File: src/logic/tcb_pkg.sv
//////////////////////////////////////////////////////////////////////
// TCB subsystem package: bus widths, vector types, controller states
//////////////////////////////////////////////////////////////////////

package tcb_pkg;

  //////////////////////////////////////////////////////////////////////
  // bus geometry
  //////////////////////////////////////////////////////////////////////

  // byte address width
  localparam int unsigned ADR = 10;
  // data width
  localparam int unsigned DAT = 32;
  // byte enables, one per data byte
  localparam int unsigned BEN = DAT / 8;
  // log2 size field
  localparam int unsigned SIZ = 2;
  // write data capture granularity in bytes
  localparam int unsigned GRN = 1;
  // response delay after acceptance, in cycles
  localparam int unsigned DLY = 1;
  // memory depth in words
  localparam int unsigned WRD = 256;

  //////////////////////////////////////////////////////////////////////
  // vector types
  //////////////////////////////////////////////////////////////////////

  typedef logic [ADR-1:0]         adr_t;
  typedef logic [DAT-1:0]         dat_t;
  typedef logic [BEN-1:0]         ben_t;
  // size in bytes is 2**siz
  typedef logic [SIZ-1:0]         siz_t;
  // word index into the array
  typedef logic [$clog2(WRD)-1:0] wix_t;

  // controller FSM, rmw states only used by partial writes
  typedef enum logic [1:0] {
    idle,
    rmw_read,
    rmw_write
  } ctl_state_t;

endpackage

File: src/logic/tcb_bp_slice.sv
//////////////////////////////////////////////////////////////////////
// TCB register slice on the back-pressure (ready) path
//////////////////////////////////////////////////////////////////////

`timescale 1ns/1ns

module tcb_bp_slice (
  input  logic          sub,
  input  logic          rst,
  // request from the manager
  input  logic          vld,
  output logic          rdy,
  input  logic          wen,
  input  tcb_pkg::adr_t adr,
  input  tcb_pkg::siz_t siz,
  input  tcb_pkg::ben_t ben,
  input  tcb_pkg::dat_t wdt,
  // request toward the controller
  output logic          m_vld,
  input  logic          m_rdy,
  output logic          m_wen,
  output tcb_pkg::adr_t m_adr,
  output tcb_pkg::siz_t m_siz,
  output tcb_pkg::ben_t m_ben,
  output tcb_pkg::dat_t m_wdt
);

  import tcb_pkg::*;

  // held copy of a stalled request
  logic tmp_wen;
  adr_t tmp_adr;
  siz_t tmp_siz;
  ben_t tmp_ben;
  dat_t tmp_wdt;

  //////////////////////////////////////////////////////////////////////
  // capture
  //////////////////////////////////////////////////////////////////////

  // transfer on our side that the controller did not take
  always_ff @(posedge sub) begin
    if (vld & rdy & ~m_rdy) begin
      tmp_wen <= wen;
      tmp_adr <= adr;
      tmp_siz <= siz;
      tmp_ben <= ben;
      // only enabled chunks, the rest of the data is don't care
      for (int unsigned i = 0; i < BEN; i += GRN) begin
        if (wen & ben[i]) begin
          tmp_wdt[8*i +: 8*GRN] <= wdt[8*i +: 8*GRN];
        end
      end
    end
  end

  //////////////////////////////////////////////////////////////////////
  // forward path
  //////////////////////////////////////////////////////////////////////

  // transparent while ready, held copy otherwise
  assign m_vld = rdy ? vld : 1'b1;
  assign m_wen = rdy ? wen : tmp_wen;
  assign m_adr = rdy ? adr : tmp_adr;
  assign m_siz = rdy ? siz : tmp_siz;
  assign m_ben = rdy ? ben : tmp_ben;
  assign m_wdt = rdy ? wdt : tmp_wdt;

  // registered ready, breaks the combinational path back to the manager
  always_ff @(posedge sub) begin
    if (rst) begin
      rdy <= 1'b1;
    end else if (rdy) begin
      // drop after a transfer the controller refused
      rdy <= ~(vld & ~m_rdy);
    end else begin
      // held request leaves once the controller is ready
      rdy <= m_rdy;
    end
  end

endmodule

File: config.mk
export PLATFORM = sky130hd
export DESIGN_NAME = tcb_bp_slice
export DESIGN_NICKNAME = d
export VERILOG_FILES = /design/src/logic/tcb_pkg.sv /design/src/logic/tcb_bp_slice.sv
export SDC_FILE = /design/constraint.sdc
export NUM_CORES = 1
export LEC_CHECK = 0
export ABC_AREA = 0
export ABC_CLOCK_PERIOD_IN_PS = 1750
export BUFFER_PORTS_ARGS = -buffer_cell sky130_fd_sc_hd__buf_4
export CORE_AREA = 2 2 100 64
export DETAILED_ROUTE_END_ITERATION = 8
export DIE_AREA = 0 0 102 66
export GPL_TIMING_DRIVEN = 1
export PLACE_DENSITY = 0.73
export SETUP_SLACK_MARGIN = 0.2
export SLEW_MARGIN = 0
export SYNTH_ARGS = -nofsm -noshare
export SYNTH_HDL_FRONTEND = slang
export SYNTH_SLANG_ARGS = --single-unit
File: constraint.sdc
create_clock -name sub -period 1.75 [get_ports sub]
set_input_delay 0.35 -clock sub [delete_from_list [all_inputs] [get_ports sub]]
set_output_delay 0.35 -clock sub [all_outputs]
set_load 0.02 [all_outputs]
==> flow_metrics.tcl <==
set metrics [dict create \
    status "completed" \
    holdPathEnd "rdy" \
    yosys.area.top_type_share_pct 62.3 \
    end_kind "output pin" \
    ys_seq_area_share_pct 63.1 \
    die_x_um 102 \
    insertion_delay_ns 0.29 \
    finalNetCount 283 \
    dp_cells 305 \
    timing_worst_setup_path_type "flop to output pin" \
    holdPathStages 3 \
    place_hpwl_um 3470 \
    maxSlewViolCount 0 \
    drive_gt1_share_pct 73.6 \
    power.share.clock_pct 24.5 \
    clockRootBuffer "clkbuf_8" \
    required_ns 1.40 \
    setup_tns_ns 0 \
    die-area_sq_mm 0.00673 \
    cp_max_fo 23 \
    setup_viol 0 \
    ant_nets 0 \
    grt_antenna_before_repair 0 \
    reg2reg_setup_slack_ns 0.32 \
    viasPerCell 4.44 \
    powerDensity_mw_per_mm2 750 \
    hp-class "primary input to flop" \
    grt_remaining_overflow 0 \
    synth_fp_nets 173 \
    clk_pin_slew_worst_paths_ns 0.09 \
    grt_pass1_vias 1322 \
    fin_cells 315 \
    use_met3_pct 5.07 \
    area_delta_synth_final_pct 46.7 \
    finalClockSkew_ns 0.00931 \
    arrival_ns 1.38 \
    power.share.switching_pct 24.0 \
    maxCapViolations 0 \
    crit_start "rdy" \
    drtPass1Iterations 4 \
    holdWs_ns 0.235 \
    syn_area_per_cell_sq_um 19.7 \
    final_cell_area_sq_mm 0.00347 \
    cts_tree "built" \
    met2_usage_pct 20.7 \
    grt.met1_usage_pct 18.5 \
    utilization_pct 59.4 \
    initial_utilization_pct 40.5 \
    switchingPower_uw 625 \
    leakage_uw 0.00156 \
    yosys-top-cells-area "edfxtp_1 62%, mux2_4 28%, buf_12 3.4%, buf_6 0.95%, mux2_2 0.95%" \
    clock_path_buffers 2 \
    netlist_area_sq_mm 0.00236 \
    core_sq_mm 0.00584 \
    grt_util_all_layers_pct 13.7 \
    holdCritStartpoint "rst" \
    cts.sinks 50 \
    placed_area_sq_mm 0.00321 \
    yosys.area.top_type "edfxtp_1" \
    ys.warnings.count 0 \
    rows 22 \
    reg2reg_depth 3 \
    routabilityCongestion 0.726 \
    drtIter0Drc 20 \
    fp.dieH_um 66 \
    crit_chain "buf_12 -> mux2_4 -> buf_6" \
    hold_viol_final 0 \
    max_freq_mhz 577 \
    reg2reg_to "tmp_wdt[7]" \
    cpLargestDelayFamily "flip-flops" \
    vdd_drop_max_uv 437 \
    path_buf_inv 2 \
    power_frac_comb_pct 23.2 \
    period_minus_slack_ns 1.73 \
    drc_errors 0 \
    slowest_delay_ns 0.42 \
    cts_buffers 5 \
    synth.distinct_cells 14 \
    cts_hold_buf 0 \
    tightest_slew_ns 0.402 \
    wl_per_cell_um 14.6 \
    start_kind "flop" \
    finalCritPeriodShare_pct 99.0 \
    diodes 0 \
    cts-htree-levels 2 \
    grt_pass1_wl_um 6780 \
    syn-instance-count 120 \
    crit_slowest_cell "dfxtp_4" \
    num_vias 1399 \
    p_seq_share_pct 52.3 \
    rsz0062_at_grt "true" \
    ys_seq_elements 50 \
    io_buffers 103 \
    r2r_start "rdy" \
    grt.busiest_layer "met2" \
    grt_max_degree 24 \
    p_int_uw 1980 \
    wl_um 4590 \
    ios 104 \
    slew_headroom_pct 73.2 \
]
-- cells in the mapped netlist --
cell type  number
mux2_4         44
buf_6           2
buf_12          4
nor2_1          4
nand2b_1        1
edfxtp_1       49
and3_1          1
inv_1           3
dfxtp_1         1
nand2_1         4
and3b_1         1
nand3b_1        1
mux2_2          2
o21ai_0         3
-- repair_timing --
| item | in CTS | in global routing |
|---|---|---|
| setup endpoints to repair | 51 | 50 |
| gates resized for setup | 38 | 3 |
| buffers inserted | 1 | 1 |
| endpoints found under the hold margin | 0 | 0 |
-- cells in the final DEF (no fill, tap or decap), drive strengths merged --
cell type / n
nand3b: 1
and3: 1
dfxtp: 1
inv: 3
edfxtp: 49
o21ai: 3
buf: 109
nand2: 4
nand2b: 1
clkbuf: 6
nor2: 4
mux2: 46
clkinv: 2
and3b: 1
-- state kept, by name, summed over array words and instances (netlist names) --
| name | flops |
|---|---|
| tmp_siz | 2 |
| tmp_wen | 1 |
| tmp_adr | 10 |
| tmp_wdt | 32 |
| tmp_ben | 4 |
| rdy | 1 |
-- power by group through the flow --
stage               Sequential, uW  Combinational [uW]  Clock [uW]
global route                  1360                 639         714
finish                        1360                 604         637
CTS                           1360                 605         666
global placement              1390                 544           0
floorplan                     1380                 314           0
detailed placement            1390                 551           0
-- worst reg2reg max path, delay by kind of cell (launching register included) --
| kind | cells | cell delay, ns |
|---|---|---|
| simple gates | 2 | 0.47 |
| flops | 1 | 0.42 |
| buf+inv | 1 | 0.20 |
-- logic make-up (layout without fill, tap and decap cells) --
group           count (synthesis)  in the layout  share of synthesized area, %
simple gates                   12             12                          2.49
buf+inv                         9            120                          4.82
flops                          50             50                          63.1
mux                            46             46                          28.9
compound gates                  3              3                         0.635
-- area by class of cell --
class                           instances  area (sq um)
Tap cell                               84           105
Sequential cell                        50          1500
Clock inverter                          2          13.8
Clock buffer                            6          72.6
Multi-Input combinational cell         61           797
Fill cell                             457          2370
Inverter                                3          11.3
Timing Repair Buffer                  109           971
-- worst max path at each step --
stage | depth (start not counted) | slack [ns] | endpoint
6_report | 3 | 0.02 | m_wdt[2]
5_1_grt | 3 | -0.05 | m_wdt[15]
4_1_cts | 3 | -0.006 | m_wdt[10]
3_5_place_dp | 3 | 0.19 | m_adr[1]
3_3_place_gp | 3 | 0.22 | m_wdt[2]
2_1_floorplan | 3 | 0.20 | tmp_wdt[24]
-- per-layer routing --
metal / vias to the layer above / share of wire, %
met2: 59 / 47
met5: - / 0
li1: 674 / -
met3: 5 / 8.5
met4: 0 / 1.0
met1: 661 / 44
-- stage by stage --
| stage | setup WS (ns) | total power (uW) |
|---|---|---|
| after floorplan | 0.205 | 1700 |
| after global placement | 0.220 | 1930 |
| after detailed placement | 0.188 | 1940 |
| after CTS | -0.00556 | 2630 |
| after global routing | -0.0452 | 2720 |
| final | 0.0179 | 2600 |
Power figures use the tool's default switching activity.
