[src/logic/tcb_pkg.sv]
//////////////////////////////////////////////////////////////////////
// TCB subsystem package: bus widths, vector types, controller states
//////////////////////////////////////////////////////////////////////

package tcb_pkg;

  //////////////////////////////////////////////////////////////////////
  // bus geometry
  //////////////////////////////////////////////////////////////////////

  // byte address width
  localparam int unsigned ADR = 10;
  // data width
  localparam int unsigned DAT = 32;
  // byte enables, one per data byte
  localparam int unsigned BEN = DAT / 8;
  // log2 size field
  localparam int unsigned SIZ = 2;
  // write data capture granularity in bytes
  localparam int unsigned GRN = 1;
  // response delay after acceptance, in cycles
  localparam int unsigned DLY = 1;
  // memory depth in words
  localparam int unsigned WRD = 256;

  //////////////////////////////////////////////////////////////////////
  // vector types
  //////////////////////////////////////////////////////////////////////

  typedef logic [ADR-1:0]         adr_t;
  typedef logic [DAT-1:0]         dat_t;
  typedef logic [BEN-1:0]         ben_t;
  // size in bytes is 2**siz
  typedef logic [SIZ-1:0]         siz_t;
  // word index into the array
  typedef logic [$clog2(WRD)-1:0] wix_t;

  // controller FSM, rmw states only used by partial writes
  typedef enum logic [1:0] {
    idle,
    rmw_read,
    rmw_write
  } ctl_state_t;

endpackage

[src/logic/tcb_ctl.sv]
//////////////////////////////////////////////////////////////////////
// TCB controller: alignment check, RMW sequencing, response timing
//////////////////////////////////////////////////////////////////////

`timescale 1ns/1ns

module tcb_ctl (
  input  logic          sub,
  input  logic          rst,
  // request from the slice
  input  logic          m_vld,
  output logic          m_rdy,
  input  logic          m_wen,
  input  tcb_pkg::adr_t m_adr,
  input  tcb_pkg::siz_t m_siz,
  input  tcb_pkg::ben_t m_ben,
  input  tcb_pkg::dat_t m_wdt,
  // response
  output logic          err,
  output logic          rsp,
  // memory port
  output logic          mem_en,
  output logic          mem_we,
  output tcb_pkg::wix_t mem_wix,
  output tcb_pkg::ben_t mem_ben,
  output tcb_pkg::dat_t mem_wdt,
  output logic          mem_mrg
);

  import tcb_pkg::*;

  ctl_state_t state;
  logic       acc;
  logic       mis;
  logic       prt;
  // response delay line, last stage drives the port
  logic [DLY-1:0] rsp_dly;
  logic [DLY-1:0] err_dly;
  // partial write payload kept across the rmw states
  wix_t hld_wix;
  ben_t hld_ben;
  dat_t hld_wdt;

  // new requests only in idle
  assign m_rdy = (state == idle);
  assign acc   = m_vld & m_rdy;

  // low siz bits of the address must be zero
  assign mis = |(m_adr & ~(adr_t'('1) << m_siz));
  // write with some byte lanes off
  assign prt = m_wen & ~(&m_ben);

  //////////////////////////////////////////////////////////////////////
  // FSM
  //////////////////////////////////////////////////////////////////////

  always_ff @(posedge sub) begin
    if (rst) begin
      state <= idle;
    end else begin
      case (state)
        idle:      if (acc & ~mis & prt) state <= rmw_read;
        rmw_read:  state <= rmw_write;
        rmw_write: state <= idle;
        default:   state <= idle;
      endcase
    end
  end

  // payload, loaded on every acceptance
  always_ff @(posedge sub) begin
    if (acc) begin
      hld_wix <= wix_t'(m_adr[ADR-1:$clog2(BEN)]);
      hld_ben <= m_ben;
      hld_wdt <= m_wdt;
    end
  end

  //////////////////////////////////////////////////////////////////////
  // memory control
  //////////////////////////////////////////////////////////////////////

  always_comb begin
    // direct access by default
    mem_en  = 1'b0;
    mem_we  = 1'b0;
    mem_mrg = 1'b0;
    mem_wix = wix_t'(m_adr[ADR-1:$clog2(BEN)]);
    mem_ben = m_ben;
    mem_wdt = m_wdt;
    case (state)
      idle: begin
        // reads and full writes, misaligned leaves memory alone
        if (acc & ~mis & ~prt) begin
          mem_en = 1'b1;
          mem_we = m_wen;
        end
      end
      rmw_read: begin
        mem_en  = 1'b1;
        mem_wix = hld_wix;
      end
      rmw_write: begin
        // merge new lanes into the word read last cycle
        mem_en  = 1'b1;
        mem_we  = 1'b1;
        mem_mrg = 1'b1;
        mem_wix = hld_wix;
        mem_ben = hld_ben;
        mem_wdt = hld_wdt;
      end
      default: begin
        mem_en = 1'b0;
      end
    endcase
  end

  //////////////////////////////////////////////////////////////////////
  // response
  //////////////////////////////////////////////////////////////////////

  always_ff @(posedge sub) begin
    if (rst) begin
      rsp_dly <= '0;
      err_dly <= '0;
    end else begin
      rsp_dly[0] <= acc;
      err_dly[0] <= acc & mis;
      for (int unsigned i = 1; i < DLY; i++) begin
        rsp_dly[i] <= rsp_dly[i-1];
        err_dly[i] <= err_dly[i-1];
      end
    end
  end

  assign rsp = rsp_dly[DLY-1];
  assign err = err_dly[DLY-1];

endmodule

[config.mk]
export PLATFORM = sky130hd
export DESIGN_NAME = tcb_ctl
export DESIGN_NICKNAME = d
export VERILOG_FILES = /design/src/logic/tcb_pkg.sv /design/src/logic/tcb_ctl.sv
export SDC_FILE = /design/constraint.sdc
export NUM_CORES = 1
export LEC_CHECK = 0
export BUFFER_PORTS_ARGS = -buffer_cell sky130_fd_sc_hd__buf_2
export CAP_MARGIN = 20
export CELL_PAD_IN_SITES_DETAIL_PLACEMENT = 1
export CELL_PAD_IN_SITES_GLOBAL_PLACEMENT = 2
export CORE_UTILIZATION = 32
export DETAILED_ROUTE_END_ITERATION = 8
export PLACE_DENSITY_LB_ADDON = 0.1
export SLEW_MARGIN = 20
export SYNTH_ARGS = -nofsm -noshare
export SYNTH_HDL_FRONTEND = slang
export SYNTH_SLANG_ARGS = --single-unit
[constraint.sdc]
create_clock -name sub -period 4.91 [get_ports sub]
set_input_delay 0.7365 -clock sub [delete_from_list [all_inputs] [get_ports sub]]
set_output_delay 0.7365 -clock sub [all_outputs]
set_load 0.005 [all_outputs]
==> results.md <==
- The flow ran to the end, and the final reports show no timing, DRC or antenna violations.
- The number of antenna violations at the first check in global routing is 0.
- The worst setup skew after layout is 0.008371 ns.
- The number of library cell types mapped by synthesis is 18.
- The combined area of the multi-input logic cells is about 700 sq um.
- Counting every sink on the clock net gives 48.
- The maximum number of pins on one net before global-route repair is 39.
- The critical path is of the flop to output port type.
- Derived from the worst setup path, the maximum achievable clock frequency is between 300 and 400 MHz.
- The die is about 84 microns tall.
- The fraction of layout instances using a drive strength above 1 is 69.00%.
- At the pin with the least slew margin, the transition time is 0.8904 ns.
- The worst path needs slightly below 3 ns of the cycle, external delays included.
- The number of maximum-capacitance violations is 0.
- In the layout the commonest cells are 101 x buf_2, 44 x mux2_2, 44 x edfxtp_1.
- Summed over all layers, the global routing overflow is 0.
- The area of the mapped netlist is 2128 sq um.
- The synthesized design contains between 40 and 50 register bits.
- In this run the worst path has a maximum fanout of 38.
- The final antenna-violating net count is 0.
- The floorplan die area is 6981 sq um.
- Setup violations remaining at the end of the flow were counted as 0.
- For the worst setup path, the data required time is about 4.2 ns.
- The worst min-delay path class is flop to flop.
- The number of slew-limit violations in the final report is 0.
- The core box area is 6386 sq um.
- TritonCTS built the clock tree.
- The root buffer cell is clkbuf_8.
- The floorplan die width is 83.56 microns.
- The largest stage delay on the critical path is 0.77 ns.
- Among all stages on the critical path, the largest delay is contributed by ha_2.
- Headroom to the max-slew limit came out at about two fifths.
- 0 antenna diodes ended up in the layout.
- The arrival time at the worst endpoint is approximately 2.2 ns.
- The starting density of the core is between 30% and 40%.
- Of the available clock period, the critical path in the final layout requires 58.74%.
- Once the clock tree was built, the resizer swapped 0 gates to a different size.
- The total negative slack is 0 ns.
- The kind of end point of the critical path is an output port.
- Across every metal layer, demand over resource in global routing totals 14.34%.
- For the worst-skew pair, the clock arrives at the later sink with an insertion delay of about 0.30 ns.
- In this run the deepest clock path goes through 2 buffers.
- For this block, the initial DRC count from the detailed router was 77.
- The commonest non-fill, non-tap cell in the layout is buf_2.
- The type of origin of the critical path is a flop.
- Using the TritonRoute via totals, the vias-per-cell ratio works out to 4.824.
- Buffers added to address setup during post-CTS repair amount to 0.
- The wire-length estimate of the detail-placed layout is 3715 microns.
- The worst-case setup slack after placement is 2.340 ns.
- Detailed routing inserted a total of 1476 vias.
- Before antenna repair, the detailed router went through 5 iterations.
- The clock transition at the registers of the reported paths is 0.10 ns.
- Buffers inserted to repair hold after CTS numbered 0.
- Row generation in the floorplan step produced 29 rows.
- Routability-driven placement finished with a final weighted congestion of 0.7486.
- The signal on the critical path passes through inv_1 > ha_2 > mux2_2 > buf_2.
- Of the synthesized area, sequential elements account for 65.84%.
- Relative to the synthesized area, the layout overhead comes to 32.16%.
- Setup slack on the critical path of the routed design comes to 2.026 ns.
- The number of buffers created by CTS is 5.
- The cell family with the largest share of critical-path delay is adder cells.
- Synthesis produced roughly 120 cells.
- The count of input and output buffers is 101.
- The H-tree generated during clock tree synthesis spans 2 levels.
- The combined buffer and inverter count along the critical path is 2.
- For this run, design rule violations remaining after detail routing come to 0.
- The total nets after synthesis is 181.
- The via count of the first global-routing pass is 1551.
- The tightest hold path in the finished design has a slack of 0.5428 ns.
- Yosys printed 0 warnings.
- The final hold violation count is 0.
- The total power divided by cell area is 425.9 nW/um^2.
- The net count reported at finish is 285.
- The first global-routing pass estimated 7921 microns of wire.
- Setup repair after global routing left no endpoint under its margin.
- Fill cells in the final layout number 687.
- The mean routed wirelength per cell is approximately 16 microns.
- The leakage power is 0.001168 uW.
- The number of I/O pins is 102.
- Registers take 1401 sq um.
- Each instance of the synthesized netlist takes up on average 17.16 sq um.
- VDD sags by at most 162.4 uV.
- The total wire length is 4922 microns.
[logic make-up after synthesis]
family          count (synthesis)  share of synthesized area, %
buf+inv                         9                         1.881
compound gates                  7                         2.881
mux                            46                         24.22
simple gates                    9                         2.234
fa+ha+maj                       5                         2.939
flops                          48                         65.84
[Yosys cell counts]
cell type / instances / area, sq um
a21o_1: 1 / 7.510
a21oi_1: 2 / 10.01
a21oi_2: 1 / 8.760
a41o_2: 1 / 11.26
a41oi_2: 1 / 16.27
buf_2: 5 / 25.02
dfxtp_1: 4 / 80.08
edfxtp_1: 44 / 1321
ha_1: 5 / 62.56
inv_1: 4 / 15.01
mux2_2: 44 / 495.5
mux2i_1: 2 / 20.02
nand2_1: 1 / 3.750
nand2b_1: 4 / 25.02
nand4_1: 1 / 6.260
nor2_1: 2 / 7.510
nor3_1: 1 / 5.000
o21a_1: 1 / 7.510
[through the flow]
| step | std cells | power [uW] | area (sq um) | util, % |
|---|---|---|---|---|
| finish | 306 | 1198 | 2813 | 44.04 |
| CTS | 306 | 1222 | 2813 | 44.04 |
| global placement | 298 | 945.6 | 2715 | 42.52 |
| global route | 306 | 1271 | 2813 | 44.04 |
| detailed placement | 298 | 967.2 | 2715 | 42.52 |
| floorplan | 124 | 802.7 | 2128 | - |
[power breakdown]
group | internal, uW | switching [uW] | leakage, uW
clock network | 114 | 138 | 0.0000434
registers | 552 | 24.0 | 0.000456
logic | 181 | 189 | 0.000669
total | 847 | 351 | 0.00117
[tightest hold or removal path, cell delays in order, from the launching register on]
cell	delay [ns]
dfxtp_1	0.36
nand2b_1	0.08
mux2i_1	0.06
[metal layers]
layer,vias to the layer above,track usage [%],part of all wire (%)
met1,732,17.74,41
met3,4,3.660,5.8
met5,-,0,0
li1,682,-,-
met4,0,3.698,0.79
met2,58,24.96,52
[final timing paths]
path | from | to | slack, ns | cells after the start
worst min-delay path | state[1]$_SDFFE_PP0P_ | state[1]$_SDFFE_PP0P_ | 0.54 | 2
worst max-delay path | state[0]$_SDFFE_PP0P_ | mem_wdt[1] | 2.03 | 4
worst min register to register | state[1]$_SDFFE_PP0P_ | state[1]$_SDFFE_PP0P_ | 0.54 | 2
worst max register to register | state[0]$_SDFFE_PP0P_ | hld_wdt[31]$_DFFE_PP_ | 2.56 | 5
[state kept, by name (all words and copies together) (netlist names)]
signal,flops
err,1
hld_ben,4
hld_wdt,32
hld_wix,8
rsp,1
state,2
[area by class of cell]
type                       count  area share [%]
clock inverter                 2          0.5338
sequential                    48           49.82
inverter                       4          0.5338
timing repair buffer         102           18.24
clock buffer                   6           2.936
tap                           77           3.425
multi-input combinational     67           24.51
Power figures use the tool's default switching activity.
